===== config.mk =====
export PLATFORM = sky130hd
export DESIGN_NAME = core_shell
export DESIGN_NICKNAME = d
export VERILOG_FILES = /design/src/source/arcade_pkg.sv /design/src/source/download_if.sv /design/src/source/clock_enables.sv /design/src/source/core_shell.sv /design/src/source/ioctl_capture.sv /design/src/source/player_inputs.sv /design/src/source/video_conditioner.sv
export VERILOG_INCLUDE_DIRS = /design/src /design/src/source
export SDC_FILE = /design/constraint.sdc
export NUM_CORES = 1
export LEC_CHECK = 0
export BUFFER_PORTS_ARGS = -buffer_cell sky130_fd_sc_hd__clkbuf_2
export CORE_AREA = 2 2 120 122
export CTS_BUF_LIST = sky130_fd_sc_hd__clkbuf_16
export DETAILED_ROUTE_END_ITERATION = 16
export DIE_AREA = 0 0 122 124
export SLEW_MARGIN = 20
export SYNTH_ARGS = -nofsm -noshare
export SYNTH_HDL_FRONTEND = slang
export SYNTH_SLANG_ARGS = --single-unit

===== constraint.sdc =====
create_clock -name clk_sys -period 3.3 [get_ports clk_sys]
set_input_delay 0.33 -clock clk_sys [delete_from_list [all_inputs] [get_ports clk_sys]]
set_output_delay 0.33 -clock clk_sys [all_outputs]
set_load 0.01 [all_outputs]

===== src/source/arcade_cfg.svh =====
// Build-time constants shared by the arcade shell
// Download indices follow the host loader numbering and must not be reused
// Divider ratios assume a 96 MHz system clock and a 4-bit enable counter
// The output color width must stay above the input width by at most the input width
`ifndef ARCADE_CFG_SVH
`define ARCADE_CFG_SVH

// Index that carries the ROM image during a download
`define CFG_ROM_INDEX 0
// Index that carries the title number chosen in the menu
`define CFG_TNO_INDEX 1
// Index that carries the DIP switch bytes
`define CFG_DIP_INDEX 254

// Number of DIP switch bytes kept by the board
`define CFG_DIP_COUNT 3
// Factory DIP settings, held until the host sends its own
`define CFG_DIP0_DEFAULT 8'hFC
`define CFG_DIP1_DEFAULT 8'hFC
`define CFG_DIP2_DEFAULT 8'h0F

// The first title is selected when no title number arrives
`define CFG_TNO_DEFAULT 4'd1

// System clocks per 24 MHz main enable
`define CFG_CE_MAIN_DIV 4
// System clocks per 6 MHz pixel enable
`define CFG_CE_PIX_DIV 16

// Color component widths from the game board and towards the scaler
`define CFG_COLOR_IN_W 6
`define CFG_COLOR_OUT_W 8

`endif


===== src/source/arcade_pkg.sv =====
// Types shared by every block of the arcade shell
// Color widths come from the config header, all other widths are fixed by the host
`include "arcade_cfg.svh"

package arcade_pkg;

	//////////////////////////////////////////////////////////////////////
	// Host download stream
	//////////////////////////////////////////////////////////////////////

	// Selects what the current download carries
	typedef logic [15:0] ioctl_index_t;
	// Byte address within the download, it steps by 2 in 16-bit mode
	typedef logic [26:0] ioctl_addr_t;
	// One 16-bit word of download data
	typedef logic [15:0] ioctl_data_t;

	// One bank of DIP switches
	typedef logic [7:0] dip_t;
	// Title number, 1 for the first title and 2 for the second
	typedef logic [3:0] tno_t;

	//////////////////////////////////////////////////////////////////////
	// Player controls
	//////////////////////////////////////////////////////////////////////

	// Raw joystick word as the host sends it, active high
	typedef logic [31:0] joy_t;
	// Active-low group in the order start, button 3, button 2, button 1,
	// down, up, right, left from the top bit down
	typedef logic [7:0] player_t;
	// One active-low bit per player, player 1 in bit 0
	typedef logic [3:0] group4_t;

	//////////////////////////////////////////////////////////////////////
	// Video and timing
	//////////////////////////////////////////////////////////////////////

	// Color component as the game board drives it
	typedef logic [`CFG_COLOR_IN_W-1:0] color_in_t;
	// Color component towards the scaler
	typedef logic [`CFG_COLOR_OUT_W-1:0] color_out_t;

	// State of the clock enable divider
	typedef logic [3:0] cediv_t;

endpackage


===== src/source/download_if.sv =====
// Download stream from the host loader
// A write is valid only in the cycle where wr is high and it is never stalled
`timescale 1ns/1ps

interface download_if;

	// Single-cycle write strobe
	logic                     wr;
	// What the download carries
	arcade_pkg::ioctl_index_t index;
	// Byte address of the word on data
	arcade_pkg::ioctl_addr_t  addr;
	// Write data, only sampled while wr is high
	arcade_pkg::ioctl_data_t  data;

	// The loader side drives the stream
	modport host (
		output wr,
		output index,
		output addr,
		output data
	);

	// Consumers only watch the stream
	modport sink (
		input wr,
		input index,
		input addr,
		input data
	);

endinterface


===== src/source/clock_enables.sv =====
// Clock enables for the 96 MHz system clock
// ce_main pulses one cycle in four, ce_pix one cycle in sixteen
// Both enables fall on the same counter phase so they stay aligned
`timescale 1ns/1ps
`include "arcade_cfg.svh"

module clock_enables (
	input  logic clk_sys,
	input  logic rst,
	output logic ce_main,
	output logic ce_pix
);

	// Divider ratios are powers of two, so a mask picks the main phase
	localparam arcade_pkg::cediv_t main_last = arcade_pkg::cediv_t'(`CFG_CE_MAIN_DIV - 1);
	localparam arcade_pkg::cediv_t pix_last  = arcade_pkg::cediv_t'(`CFG_CE_PIX_DIV - 1);

	arcade_pkg::cediv_t div_cnt;

	// Free-running counter that wraps after 16 system clocks
	always_ff @(posedge clk_sys) begin
		if (rst) begin
			div_cnt <= '0;
		end else begin
			div_cnt <= div_cnt + arcade_pkg::cediv_t'(1);
		end
	end

	// Main enable at phases 3, 7, 11 and 15
	assign ce_main = (div_cnt & main_last) == main_last;
	// Pixel enable on the last phase, which is also a main phase
	assign ce_pix = div_cnt == pix_last;

endmodule


===== src/source/core_shell.sv =====
// Platform glue around the arcade board
// Timing and colors from the board come in as plain inputs
// Download writes are single-cycle strobes and are never stalled
`timescale 1ns/1ps

module core_shell (
	input  logic                      clk_sys,
	input  logic                      rst,
	// Host download stream
	input  logic                      download,
	input  logic                      download_wr,
	input  arcade_pkg::ioctl_index_t  download_index,
	input  arcade_pkg::ioctl_addr_t   download_addr,
	input  arcade_pkg::ioctl_data_t   download_data,
	// Host joysticks
	input  arcade_pkg::joy_t          joy_0,
	input  arcade_pkg::joy_t          joy_1,
	input  arcade_pkg::joy_t          joy_2,
	input  arcade_pkg::joy_t          joy_3,
	// Board video
	input  arcade_pkg::color_in_t     r_in,
	input  arcade_pkg::color_in_t     g_in,
	input  arcade_pkg::color_in_t     b_in,
	input  logic                      n_hsync,
	input  logic                      n_vsync,
	input  logic                      n_hblank,
	input  logic                      n_vblank,
	// Board settings
	output arcade_pkg::dip_t          dip_0,
	output arcade_pkg::dip_t          dip_1,
	output arcade_pkg::dip_t          dip_2,
	output arcade_pkg::tno_t          tno,
	output logic                      rom_load,
	// Board inputs
	output arcade_pkg::player_t       p1,
	output arcade_pkg::player_t       p2,
	output arcade_pkg::player_t       p3,
	output arcade_pkg::player_t       p4,
	output arcade_pkg::group4_t       coin,
	output arcade_pkg::group4_t       service,
	// Clock enables
	output logic                      ce_main,
	output logic                      ce_pix,
	// Scaler video
	output arcade_pkg::color_out_t    vga_r,
	output arcade_pkg::color_out_t    vga_g,
	output arcade_pkg::color_out_t    vga_b,
	output logic                      vga_hs,
	output logic                      vga_vs,
	output logic                      vga_de
);

	//////////////////////////////////////////////////////////////////////
	// Download stream, driven from the host ports
	//////////////////////////////////////////////////////////////////////

	download_if dl ();

	assign dl.wr    = download_wr;
	assign dl.index = download_index;
	assign dl.addr  = download_addr;
	assign dl.data  = download_data;

	//////////////////////////////////////////////////////////////////////
	// Input side
	//////////////////////////////////////////////////////////////////////

	ioctl_capture i_capture (
		.clk_sys  (clk_sys),
		.rst      (rst),
		.download (download),
		.dl       (dl.sink),
		.dip_0    (dip_0),
		.dip_1    (dip_1),
		.dip_2    (dip_2),
		.tno      (tno),
		.rom_load (rom_load)
	);

	player_inputs i_inputs (
		.clk_sys (clk_sys),
		.rst     (rst),
		.joy_0   (joy_0),
		.joy_1   (joy_1),
		.joy_2   (joy_2),
		.joy_3   (joy_3),
		.p1      (p1),
		.p2      (p2),
		.p3      (p3),
		.p4      (p4),
		.coin    (coin),
		.service (service)
	);

	//////////////////////////////////////////////////////////////////////
	// Clock enables and video output
	//////////////////////////////////////////////////////////////////////

	clock_enables i_enables (
		.clk_sys (clk_sys),
		.rst     (rst),
		.ce_main (ce_main),
		.ce_pix  (ce_pix)
	);

	// The pixel enable also leaves the shell for the scaler
	video_conditioner i_video (
		.clk_sys  (clk_sys),
		.rst      (rst),
		.ce_pix   (ce_pix),
		.r_in     (r_in),
		.g_in     (g_in),
		.b_in     (b_in),
		.n_hsync  (n_hsync),
		.n_vsync  (n_vsync),
		.n_hblank (n_hblank),
		.n_vblank (n_vblank),
		.vga_r    (vga_r),
		.vga_g    (vga_g),
		.vga_b    (vga_b),
		.vga_hs   (vga_hs),
		.vga_vs   (vga_vs),
		.vga_de   (vga_de)
	);

endmodule


===== src/source/ioctl_capture.sv =====
// Captures board settings from the host download stream
// DIP bytes and title number appear one cycle after their write strobe
// rom_load is combinational and follows download and the index directly
`timescale 1ns/1ps
`include "arcade_cfg.svh"

module ioctl_capture (
	input  logic                clk_sys,
	input  logic                rst,
	input  logic                download,
	download_if.sink            dl,
	output arcade_pkg::dip_t    dip_0,
	output arcade_pkg::dip_t    dip_1,
	output arcade_pkg::dip_t    dip_2,
	output arcade_pkg::tno_t    tno,
	output logic                rom_load
);

	// DIP bank, one byte per download address
	arcade_pkg::dip_t dip_bank [`CFG_DIP_COUNT];
	arcade_pkg::tno_t tno_reg;

	// Write decodes
	logic dip_hit;
	logic tno_hit;

	// Only the first few addresses of the DIP index map to real switches
	assign dip_hit = dl.wr
		&& (dl.index == arcade_pkg::ioctl_index_t'(`CFG_DIP_INDEX))
		&& (dl.addr < arcade_pkg::ioctl_addr_t'(`CFG_DIP_COUNT));

	// The title number arrives as a single write on its own index
	assign tno_hit = dl.wr && (dl.index == arcade_pkg::ioctl_index_t'(`CFG_TNO_INDEX));

	always_ff @(posedge clk_sys) begin
		if (rst) begin
			dip_bank[0] <= `CFG_DIP0_DEFAULT;
			dip_bank[1] <= `CFG_DIP1_DEFAULT;
			dip_bank[2] <= `CFG_DIP2_DEFAULT;
		end else if (dip_hit) begin
			// Address is known to be below the bank size here
			dip_bank[dl.addr[1:0]] <= dl.data[7:0];
		end
	end

	always_ff @(posedge clk_sys) begin
		if (rst) begin
			tno_reg <= `CFG_TNO_DEFAULT;
		end else if (tno_hit) begin
			tno_reg <= dl.data[3:0];
		end
	end

	assign dip_0 = dip_bank[0];
	assign dip_1 = dip_bank[1];
	assign dip_2 = dip_bank[2];
	assign tno   = tno_reg;

	// ROM data is only accepted while a download on the ROM index is active
	assign rom_load = download && (dl.index == arcade_pkg::ioctl_index_t'(`CFG_ROM_INDEX));

endmodule


===== src/source/player_inputs.sv =====
// Remaps host joystick words into the active-low input groups of the board
// Every output is registered and reads all ones (nothing pressed) after reset
`timescale 1ns/1ps

module player_inputs (
	input  logic                 clk_sys,
	input  logic                 rst,
	input  arcade_pkg::joy_t     joy_0,
	input  arcade_pkg::joy_t     joy_1,
	input  arcade_pkg::joy_t     joy_2,
	input  arcade_pkg::joy_t     joy_3,
	output arcade_pkg::player_t  p1,
	output arcade_pkg::player_t  p2,
	output arcade_pkg::player_t  p3,
	output arcade_pkg::player_t  p4,
	output arcade_pkg::group4_t  coin,
	output arcade_pkg::group4_t  service
);

	// Host order is right, left, down, up, then buttons and start in bits 7:4
	// The board wants start and buttons on top, then down, up, right, left
	function automatic arcade_pkg::player_t remap(input arcade_pkg::joy_t joy);
		return ~{joy[7:4], joy[2], joy[3], joy[0], joy[1]};
	endfunction

	always_ff @(posedge clk_sys) begin
		if (rst) begin
			p1      <= '1;
			p2      <= '1;
			p3      <= '1;
			p4      <= '1;
			coin    <= '1;
			service <= '1;
		end else begin
			p1 <= remap(joy_0);
			p2 <= remap(joy_1);
			p3 <= remap(joy_2);
			p4 <= remap(joy_3);
			// Coin and service share one group each, player 1 in the low bit
			coin    <= ~{joy_3[8], joy_2[8], joy_1[8], joy_0[8]};
			service <= ~{joy_3[9], joy_2[9], joy_1[9], joy_0[9]};
		end
	end

endmodule


===== src/source/video_conditioner.sv =====
// Conditions the board video for the scaler
// Outputs change only on a pixel enable and hold in between
// Colors are not blanked, the scaler masks them with de
`timescale 1ns/1ps
`include "arcade_cfg.svh"

module video_conditioner (
	input  logic                    clk_sys,
	input  logic                    rst,
	input  logic                    ce_pix,
	input  arcade_pkg::color_in_t   r_in,
	input  arcade_pkg::color_in_t   g_in,
	input  arcade_pkg::color_in_t   b_in,
	input  logic                    n_hsync,
	input  logic                    n_vsync,
	input  logic                    n_hblank,
	input  logic                    n_vblank,
	output arcade_pkg::color_out_t  vga_r,
	output arcade_pkg::color_out_t  vga_g,
	output arcade_pkg::color_out_t  vga_b,
	output logic                    vga_hs,
	output logic                    vga_vs,
	output logic                    vga_de
);

	// Number of low bits that have to be filled in
	localparam int pad_w = `CFG_COLOR_OUT_W - `CFG_COLOR_IN_W;

	// Repeating the top bits below the color keeps full white at all ones
	function automatic arcade_pkg::color_out_t widen(input arcade_pkg::color_in_t c);
		return {c, c[`CFG_COLOR_IN_W-1 -: pad_w]};
	endfunction

	always_ff @(posedge clk_sys) begin
		if (rst) begin
			vga_r  <= '0;
			vga_g  <= '0;
			vga_b  <= '0;
			vga_hs <= 1'b0;
			vga_vs <= 1'b0;
			vga_de <= 1'b0;
		end else if (ce_pix) begin
			vga_r <= widen(r_in);
			vga_g <= widen(g_in);
			vga_b <= widen(b_in);
			// The board drives active-low syncs, the scaler wants them high
			vga_hs <= ~n_hsync;
			vga_vs <= ~n_vsync;
			// Active picture only while neither blank is asserted
			vga_de <= n_hblank & n_vblank;
		end
	end

endmodule


Yosys cells after proc, flatten, opt, wreduce, memory -nomap -nowiden --
Memories as Yosys holds them, arrays and structs flattened. Cells that the tools add are included.
Word-level totals: output and inout port bits 98, RAM bits 24, memories 1, bits in registers 75
Cells by class: reductions and logical operators 6, add/sub/neg operators 1, magnitude comparators 1, multiplexer cells 8, equal/unequal tests 4, bitwise logic cells 9
Memories:
- i_capture.dip_bank | words 3, width 8, rd ports 3, clocked after memory_dff 0, wr ports 3, line ioctl_capture.sv:20 | arcade_pkg::dip_t dip_bank [`CFG_DIP_COUNT];
Operators by type and width (count):
- NOT 8 bit | 4
- < comparator 27 x 2 -> 1 bit, second input constant | 1
- equality test 16 x 1 -> 1 bit, second input constant | 1
- equality test 16 x 8 -> 1 bit, second input constant | 1
- logical NOT 16 bit | 1
- two-way mux 8 bit | 1
- NOT 4 bit | 2
- OR reduction 8 bit | 1
- two-way mux 1 bit | 6
- adder 4 x 1 -> 4 bit, second input constant | 1
- equality test 4 bit, second input constant | 1
- logical AND 1 bit | 4
- equality test 2 bit, second input constant | 1
- two-way mux 2 bit | 1
- NOT 1 bit | 2
- AND 1 bit | 1

Depth between registers and ports, before layout --
Gate-level depths: netlist of the first run.
word-level depth 8, mapped depth 6, mapped depth without buffers 5

By module --
From an unflattened synthesis of the first run, not the netlist that was laid out.
Second synthesis, totals: cells, all modules 268, area, all modules 3347.0 µm²
By module, submodules not included:
- ioctl_capture | area each 1306.3 µm², cells each 95, times used 1, sequential area each 800.8 µm²
- player_inputs | area each 1071.0 µm², cells each 84, times used 1, sequential area each 800.8 µm²
- video_conditioner | area each 817.0 µm², cells each 75, times used 1, sequential area each 420.4 µm²
- clock_enables | area each 152.6 µm², cells each 14, times used 1, sequential area each 80.1 µm²

Worst setup path after synthesis of the first run --
Ideal clock, no wire load.
kind input -> register, start input port download_index[9], end memory i_capture.dip_bank[2][0] in the netlist's numbering, enable pin, arrival 2.211 ns, path slack 0.714 ns, stages 5, path buffers 1, required time 2.925 ns, library setup time 0.375 ns, path through or4_4 or2_4 or4_4 buf_6 o21bai_1
RTL lines:
- from (decl) | line core_shell.sv:12 | input arcade_pkg::ioctl_index_t download_index,
- to (decl) | line ioctl_capture.sv:20

==> results.json, run 1 <==
{
  "synthFlopType": "dfxtp_1",
  "finalNetCount": 718,
  "antenna_cells": 0,
  "antenna_found_initial": 0,
  "drive_gt1_frac": 0.4676,
  "path_clk_slew_ns": 0.07,
  "run_status": "finished, final reports clean",
  "synthTopCellsByCount": "dfxtp_1 (69), nand2b_1 (47), nand2_1 (39), edfxtp_1 (24), a21oi_1 (19)",
  "fp.dieW_um": 122,
  "clkPwrFrac": 0.421,
  "worst_setup_path_start_kind": "primary input",
  "wl_per_cell_um": 12.68,
  "dp_slack_ns": 0.5677,
  "comb_power_share": 0.080,
  "worstPathArrival_ns": 2.43,
  "gp_congestion": 0.7241,
  "via_per_inst": 4.087,
  "drc": 0,
  "dr.pass1.iters": 4,
  "power_frac_seq": 0.499,
  "finalCriticalPeriod_ns": 2.377,
  "grt_pass1_wl_um": 13210,
  "ant_nets": 0,
  "hold_viol_final": 0,
  "p_leak_uw": 0.002165,
  "num_rows": 43,
  "n_fill_cell": 1408,
  "clk_latency_ns": 0.34,
  "setup_tns_ns": 0,
  "min_path_type": "primary input to register",
  "synth_top_area_frac": 0.4274,
  "fin_cells": 689,
  "fin_ws_ns": 0.9233,
  "synthesis.area_mm2": 0.003232,
  "synth_area_leaders": "dfxtp_1 (43%), edfxtp_1 (22%), nand2b_1 (9.1%)",
  "place_hpwl_um": 6705,
  "synth_edf_count": 24,
  "worstPathRequired_ns": 3.36,
  "slew_violations": 0,
  "postCtsSetupRepairBufs": 0,
  "vdd_drop_max_uv": 235.8,
  "syn_to_final_growth_pct": 46.96,
  "worst_pin_slew_ns": 0.6916,
  "cap_violations": 0,
  "wl_um": 8736,
  "crit_fanout": 9,
  "yosys.cell_count.top_type": "dfxtp_1",
  "dr_total_vias": 2816,
  "largest_reg_flops": 24,
  "clk_path_buf_depth": 2,
  "switchingPower_uw": 551.9,
  "top_register": "i_capture.dip_bank",
  "drtIter0Drc": 90,
  "internal_power_uw": 1903,
  "fmax_mhz": 420.8,
  "start_util": 0.2356,
  "ys_ff_latch": 93,
  "syn_avg_cell_area_um2": 10.92,
  "r2r_setup_slack_ns": 1.51,
  "ctsResizeCount": 0,
  "cts_max_level": 3,
  "power.total_uw": 2454,
  "synthDistinctLibCells": 31,
  "yosysSeqAreaShare": 0.6504,
  "cts_sinks": 93,
  "slew-limit-headroom": 0.5384,
  "grt_max_degree": 77,
  "postSynth.asyncResetShare": 0,
  "rsz0062_at_grt": "no",
  "swShare": 0.2249,
  "period_share": 0.7202,
  "yosys.area.top_type": "dfxtp_1",
  "powerDensity_mw_per_mm2": 516.8,
  "hold_buffers": 0,
  "yosys_warnings": 0,
  "skew_ns": 0.005125,
  "root_buffer": "clkbuf_16",
  "path_class": "primary input to register",
  "overflow": 0,
  "num_io_pins": 311,
  "cts_tree": "done",
  "synthCells": 296,
  "die-area_mm2": 0.01513,
  "core_area_mm2": 0.01372,
  "numCtsBuffers": 9,
  "crit_path_end_kind": "register",
  "place_inst": 673,
  "port_buffers": 214,
  "grt_usage": 0.1158,
  "grt_pass1_vias": 2773,
  "setup_violations": 0,
  "die_height_um": 124,
  "synth_nets": 510
}
==> metrics by stage <==
stage	hold slack, ns	cell area (um2)	util
final	0.1426	4750	0.3462
after detailed placement	0.4425	4452	0.3245
after CTS	0.1225	4750	0.3462
after floorplan	0.4035	3232	-
after global placement	0.4276	4452	0.3245
after global routing	0.1274	4750	0.3462
==> cell usage in the layout, fill, tap and decap left out, types with 8 or more instances in the layout <==
| cell | netlist | routed |
|---|---|---|
| dfxtp_1 | 69 | 69 |
| nand3_1 | 12 | 12 |
| a21oi_1 | 19 | 19 |
| clkbuf_2 | 0 | 214 |
| nor2_1 | 8 | 8 |
| nand2_1 | 39 | 39 |
| nor4_1 | 8 | 8 |
| nand2b_1 | 47 | 47 |
| edfxtp_1 | 24 | 24 |
| clkbuf_16 | 0 | 9 |
==> metal layers <==
metal	global-route usage	wire length [um]	vias to the layer above
met5	0	0	-
met4	0.05819	150	0
met3	0.04487	894	13
met2	0.1847	4043	132
met1	0.1359	3648	1261
li1	-	-	1410
==> logic make-up (layout without fill, tap and decap cells) <==
group | count (synthesis) | after routing | synth area share
compound gates | 24 | 24 | 0.04104
xor+xnor | 2 | 2 | 0.005421
fa+ha+maj | 1 | 1 | 0.003871
buf+inv | 28 | 241 | 0.04220
flops | 93 | 93 | 0.6504
mux | 4 | 4 | 0.01239
simple gates | 144 | 144 | 0.2447
==> power by group through the flow <==
stage                     logic (uW)  registers, uW  clock network (uW)
final                            196           1220                1030
after global routing             217           1230                1130
after CTS                        199           1220                1080
after detailed placement         199           1250                   0
after global placement           196           1250                   0
after floorplan                 49.0           1270                   0
==> area by class of cell <==
class | instances | area (um2) | area share
clock buffers | 9 | 225.2 | 0.04742
clock inverters | 7 | 72.57 | 0.01528
inverters | 6 | 22.52 | 0.004742
multi-input cells | 175 | 993.5 | 0.2092
flip-flops and latches | 93 | 2102 | 0.4426
well taps | 180 | 225.2 | 0.04742
repair buffers | 219 | 1109 | 0.2334
==> path summary, 6_finish.rpt <==
check	startpoint	cells past startpoint	to
setup / recovery	download_index[9]	6	i_capture.dip_bank[2][3]
hold / removal	joy_3[9]	2	i_inputs.service[3]
setup reg to reg	i_enables.div_cnt[0]	6	i_video.vga_vs
hold reg to reg	i_enables.div_cnt[0]	1	i_enables.div_cnt[0]
==> critical path, stage by stage <==
cell	delay, ns
clkbuf_2	0.08
or4_4	0.53
or2_4	0.26
or4_4	0.60
o21bai_1	0.41
buf_4	0.22
Power figures use the tool's default switching activity.
==> inputs of run 2 (changes only) <==
--- a/config.mk
+++ b/config.mk
@@ -7,10 +7,10 @@
 export NUM_CORES = 1
 export LEC_CHECK = 0
 export BUFFER_PORTS_ARGS = -buffer_cell sky130_fd_sc_hd__clkbuf_2
-export CORE_AREA = 2 2 120 122
+export CORE_AREA = 2 2 122 124
 export CTS_BUF_LIST = sky130_fd_sc_hd__clkbuf_16
 export DETAILED_ROUTE_END_ITERATION = 16
-export DIE_AREA = 0 0 122 124
+export DIE_AREA = 0 0 124 126
 export SLEW_MARGIN = 20
 export SYNTH_ARGS = -nofsm -noshare
 export SYNTH_HDL_FRONTEND = slang
==> constraint.sdc (replaced) <==
create_clock -name clk_sys -period 2 [get_ports clk_sys]
set_input_delay 0.2 -clock clk_sys [delete_from_list [all_inputs] [get_ports clk_sys]]
set_output_delay 0.2 -clock clk_sys [all_outputs]
set_load 0.01 [all_outputs]
==> run 2 against run 1 <==
  * Final cell count rose by 3.0%
  * Via count rose by 3.6%
  * Core utilization fell by 0.18 points
  * Wire length rose by 5.8%
  * Register-to-register slack got worse by 0.90 ns
  * Sequential share of layout area fell by 1.6 points
  * Die area rose by 3.3%
  * Flip-flop and latch count did not move
  * Setup slack got worse by 0.76 ns
  * Largest cell class unchanged
==> results.json, run 2 (same netlist as run 1, synthesis figures left out) <==
{
  "num_io_pins": 311,
  "n_fill_cell": 1507,
  "dr.pass1.iters": 4,
  "via_per_inst": 4.107,
  "comb_power_share": 0.087,
  "worstPathRequired_ns": 2.09,
  "num_rows": 44,
  "wl_um": 9244,
  "grt_usage": 0.1213,
  "fmax_mhz": 544.0,
  "rsz0062_at_grt": "no",
  "internal_power_uw": 3138,
  "swShare": 0.2196,
  "drive_gt1_frac": 0.4753,
  "min_path_type": "primary input to register",
  "r2r_setup_slack_ns": 0.61,
  "place_inst": 687,
  "die-area_mm2": 0.01562,
  "overflow": 0,
  "clk_path_buf_depth": 2,
  "multi_input_area_mm2": 0.001005,
  "hold_viol_final": 0,
  "skew_ns": 0.002157,
  "hp-start": "joy_3[5]",
  "period_share": 0.9191,
  "clkPwrFrac": 0.411,
  "final_cell_mix": "clkbuf_2 (214), dfxtp_1 (69), nand2b_1 (47), nand2_1 (39), edfxtp_1 (24)",
  "vdd_drop_max_uv": 447.6,
  "final_core_util": 0.3444,
  "slew_violations": 0,
  "final_common_cell": "clkbuf_2",
  "switchingPower_uw": 883.0,
  "drtIter0Drc": 60,
  "regArea_mm2": 0.002102,
  "grtUsageMet1": 0.1285,
  "finalCriticalPeriod_ns": 1.838,
  "gp_congestion": 0.7960,
  "finalNetCount": 735,
  "place_hpwl_um": 7201,
  "numCtsBuffers": 9,
  "crit_fanout": 6,
  "grtUsageMet2": 0.2010,
  "path_clk_slew_ns": 0.06,
  "ctsResizeCount": 0,
  "p_leak_uw": 0.002234,
  "grt_pass1_vias": 2925,
  "root_buffer": "clkbuf_16",
  "drc": 0,
  "power_frac_seq": 0.503,
  "clk_latency_ns": 0.34,
  "rr_startpoint": "i_enables.div_cnt[0]",
  "worstPathArrival_ns": 1.92,
  "crit_start": "download_index[9]",
  "antenna_cells": 0,
  "cts_tree": "done",
  "cts_max_level": 3,
  "fp.dieW_um": 124,
  "powerDensity_mw_per_mm2": 815.7,
  "die_height_um": 126,
  "busiest_layer": "met2",
  "port_buffers": 214,
  "setup_violations": 0,
  "ant_nets": 0,
  "syn_to_final_growth_pct": 52.54,
  "top_register": "i_capture.dip_bank",
  "wl_per_cell_um": 13.02,
  "fin_cells": 710,
  "dr_total_vias": 2916,
  "worst_pin_slew_ns": 0.6514,
  "crit_path_end_kind": "register",
  "largest_reg_flops": 24,
  "grt_max_degree": 77,
  "slew-limit-headroom": 0.5658,
  "grt_use_met3": 0.06250,
  "path_class": "primary input to register",
  "start_util": 0.2258,
  "cts_sinks": 93,
  "run_status": "finished, final reports clean",
  "antenna_found_initial": 0,
  "core_area_mm2": 0.01431,
  "grt_pass1_wl_um": 14410,
  "cap_violations": 0,
  "worst_setup_path_start_kind": "primary input"
}
## run 2: changes by cell type in the layout (fill, tap and decap cells not counted), moves of 2 or more
cell	change
buf_4	+8
dlygate4sd3_1	+7
clkinvlp_2	+4
buf_12	+2
## run 2: layout make-up
class                           count  share of cell area
Sequential cell                    93              0.4264
Tap cell                          184             0.04670
Inverter                            6            0.004569
Timing Repair Buffer              236              0.2594
Multi-Input combinational cell    175              0.2038
Clock inverter                      7             0.01345
Clock buffer                        9             0.04569
## run 2: final timing paths
check	to	cells past startpoint
setup / recovery	i_capture.dip_bank[2][3]	5
hold / removal	i_inputs.p4[5]	2
setup reg to reg	i_video.vga_vs	6
hold reg to reg	i_enables.div_cnt[0]	1
## run 2: power by group through the flow
stage / Sequential [uW] / Clock [uW] / Combinational [uW]
after global placement: 2060 / 0 / 338
after CTS: 2020 / 1710 / 356
after global routing: 2030 / 1780 / 390
final: 2020 / 1650 / 348
after floorplan: 2100 / 0 / 82.8
after detailed placement: 2060 / 0 / 343
## run 2: timing repair
| action | in CTS | in global routing |
|---|---|---|
| setup endpoints to repair | 0 | 0 |
| endpoints found under the hold margin | 7 | 0 |
| hold buffers | 7 | 0 |
| buffers inserted | 0 | 0 |
## run 2: worst max-delay path: stages
cell      delay (ns)
clkbuf_2        0.08
or4_4           0.53
or2_4           0.28
or4_4           0.47
or3_1           0.37
## run 2: layer usage
| layer | up-vias | wire length (um) |
|---|---|---|
| li1 | 1435 | - |
| met1 | 1335 | 3558 |
| met2 | 130 | 4392 |
| met3 | 16 | 1059 |
| met4 | 0 | 233 |
| met5 | - | 0 |
## run 2: per-stage QoR
| step | TNS (ns) | setup slack [ns] | total power [uW] | area, um2 | hold WS (ns) |
|---|---|---|---|---|---|
| after CTS | 0 | 0.1675 | 4094 | 4930 | 0.000009853 |
| after floorplan | -3.889 | -0.1312 | 2181 | 3243 | 0.2735 |
| after global routing | 0 | 0.1327 | 4201 | 4930 | 0.008416 |
| after detailed placement | -6.405 | -0.2051 | 2408 | 4568 | 0.3642 |
| final | 0 | 0.1618 | 4021 | 4930 | 0.01942 |
| after global placement | -6.050 | -0.1855 | 2400 | 4568 | 0.3600 |
==> inputs of run 3 (changes only) <==
==> constraint.sdc (replaced) <==
create_clock -name clk_sys -period 1.5 [get_ports clk_sys]
set_input_delay 0.15 -clock clk_sys [delete_from_list [all_inputs] [get_ports clk_sys]]
set_output_delay 0.15 -clock clk_sys [all_outputs]
set_load 0.01 [all_outputs]
==> run 3 against run 2 <==
  * The run now ends with negative hold slack, negative setup slack left
  * Clock power increased by 38%
  * Flip-flop and latch count unchanged
  * First-iteration DRC count is 100% higher
  * Wire length is 10% higher
  * Via count is 7.3% higher
  * Setup slack lost 0.46 ns
  * Clock skew up 0.0027 ns
  * Combinational power rose by 65%
  * Core utilization grew 4.6 points
  * Non-clock buffer count increased by 50
  * Critical path type unchanged
==> results.json, run 3 (same netlist as run 1, synthesis figures left out) <==
{
  "dr_total_vias": 3129,
  "worst_setup_path_start_kind": "primary input",
  "worst_pin_slew_ns": 0.6609,
  "grt_pass1_wl_um": 15810,
  "slowest_delay_ns": 0.52,
  "run_status": "finished with violations",
  "rr_startpoint": "i_enables.div_cnt[1]",
  "core_area_mm2": 0.01431,
  "crit_chain": "buf_6 > or4_4 > or2_4 > or4_4 > or3_1",
  "reg2regPathDepth": 6,
  "num_io_pins": 311,
  "wl_um": 10190,
  "fp.dieW_um": 124,
  "place_hpwl_um": 7278,
  "vdd_drop_max_uv": 429.9,
  "hp-start": "joy_0[5]",
  "die_height_um": 126,
  "grt_pass1_vias": 3238,
  "drc": 0,
  "numCtsBuffers": 9,
  "dr.pass1.iters": 5,
  "clk_path_buf_depth": 2,
  "ant_nets": 0,
  "wl_per_cell_um": 13.42,
  "drive_gt1_frac": 0.4887,
  "slew_violations": 0,
  "grt_max_degree": 77,
  "crit_path_end_kind": "register",
  "start_util": 0.2258,
  "violations": "negative hold slack, negative setup slack",
  "skew_ns": 0.004837,
  "final_cell_mix": "clkbuf_2 (212), dfxtp_1 (67), nand2b_1 (47), dlygate4sd3_1 (41), nand2_1 (39)",
  "fin_ws_ns": -0.2953,
  "antenna_cells": 0,
  "port_buffers": 214,
  "powerDensity_mw_per_mm2": 994.5,
  "crit_start": "download_index[9]",
  "largest_reg_flops": 24,
  "min_path_type": "primary input to register",
  "cts_max_level": 3,
  "power.total_uw": 5552,
  "cap_violations": 0,
  "hold_viol_final": 1,
  "grt_usage": 0.1328,
  "drtIter0Drc": 121,
  "antenna_found_initial": 0,
  "path_clk_slew_ns": 0.06,
  "die-area_mm2": 0.01562,
  "overflow": 0,
  "top_register": "i_capture.dip_bank",
  "dp_slack_ns": -0.6578,
  "num_rows": 44,
  "path_common_cell": "or4_4",
  "finalNetCount": 785,
  "holdWs_ns": -0.0009266,
  "gp_congestion": 0.8241,
  "root_buffer": "clkbuf_16",
  "cts_sinks": 93,
  "cts_tree": "done",
  "fmax_mhz": 557.0,
  "placed_area_mm2": 0.004623,
  "path_class": "primary input to register",
  "worstPathRequired_ns": 1.58,
  "via_per_inst": 4.123,
  "rsz0062_at_grt": "yes",
  "finalCriticalPeriod_ns": 1.795,
  "period_share": 1.197,
  "crit_fanout": 6,
  "syn_to_final_growth_pct": 72.74,
  "min_path_cells": 2,
  "slew-limit-headroom": 0.5594,
  "clk_latency_ns": 0.34,
  "final_common_cell": "clkbuf_2",
  "critPathSlowestCell": "or4_4",
  "p_leak_uw": 0.002523,
  "finalInstanceArea_mm2": 0.005583,
  "worstPathArrival_ns": 1.87,
  "setup_violations": 49
}
==> run 3: path summary, 6_finish.rpt <==
kind,to,slack [ns]
min reg2reg,i_video.vga_g[4],0.46
max,i_capture.dip_bank[2][3],-0.30
min,i_inputs.p1[5],-0.0009
max reg2reg,i_video.vga_vs,0.18
==> run 3: through the flow <==
step / setup TNS, ns / cells / util
2_1_floorplan: -23.85 / 296 / -
3_3_place_gp: -27.95 / 694 / 0.3230
3_5_place_dp: -28.95 / 694 / 0.3230
4_1_cts: -7.847 / 758 / 0.3865
5_1_grt: -11.05 / 759 / 0.3900
6_report: -8.849 / 759 / 0.3900
==> run 3: layout make-up <==
cell class                      count  area [um2]
Clock buffer                       10       250.2
Clock inverter                      5       50.05
Fill cell                        1439        8731
Inverter                            6       22.52
Multi-Input combinational cell    175        1120
Sequential cell                    93        2105
Tap cell                          184       230.2
Timing Repair Buffer              286        1805
==> run 3: where the power goes <==
part	total [uW]	internal [uW]	switching, uW
combinational	573	319	254
clock	2280	1370	908
sequential	2700	2670	36.1
==> run 3: layer usage <==
metal  vias to the layer above  track usage  part of all wire  wire, um
li1                       1537            -                 -         -
met1                      1419       0.1432              0.38      3886
met2                       149       0.2250              0.49      4991
met3                        24      0.05118             0.096       975
met4                         0      0.06609             0.033       335
met5                         -            0                 0         0
==> run 3: worst max-delay path, delay by kind of cell <==
kind          cells  cell delay (ns)
simple gates      4             1.62
buf+inv           1             0.09
==> run 3: timing repair <==
item	in CTS	in global routing
endpoints found under the hold margin	41	0
setup buffers	6	1
pin swaps	5	3
gates cloned	2	0
gates resized for setup	22	8
hold buffers	41	0
endpoints found under the setup margin	50	50
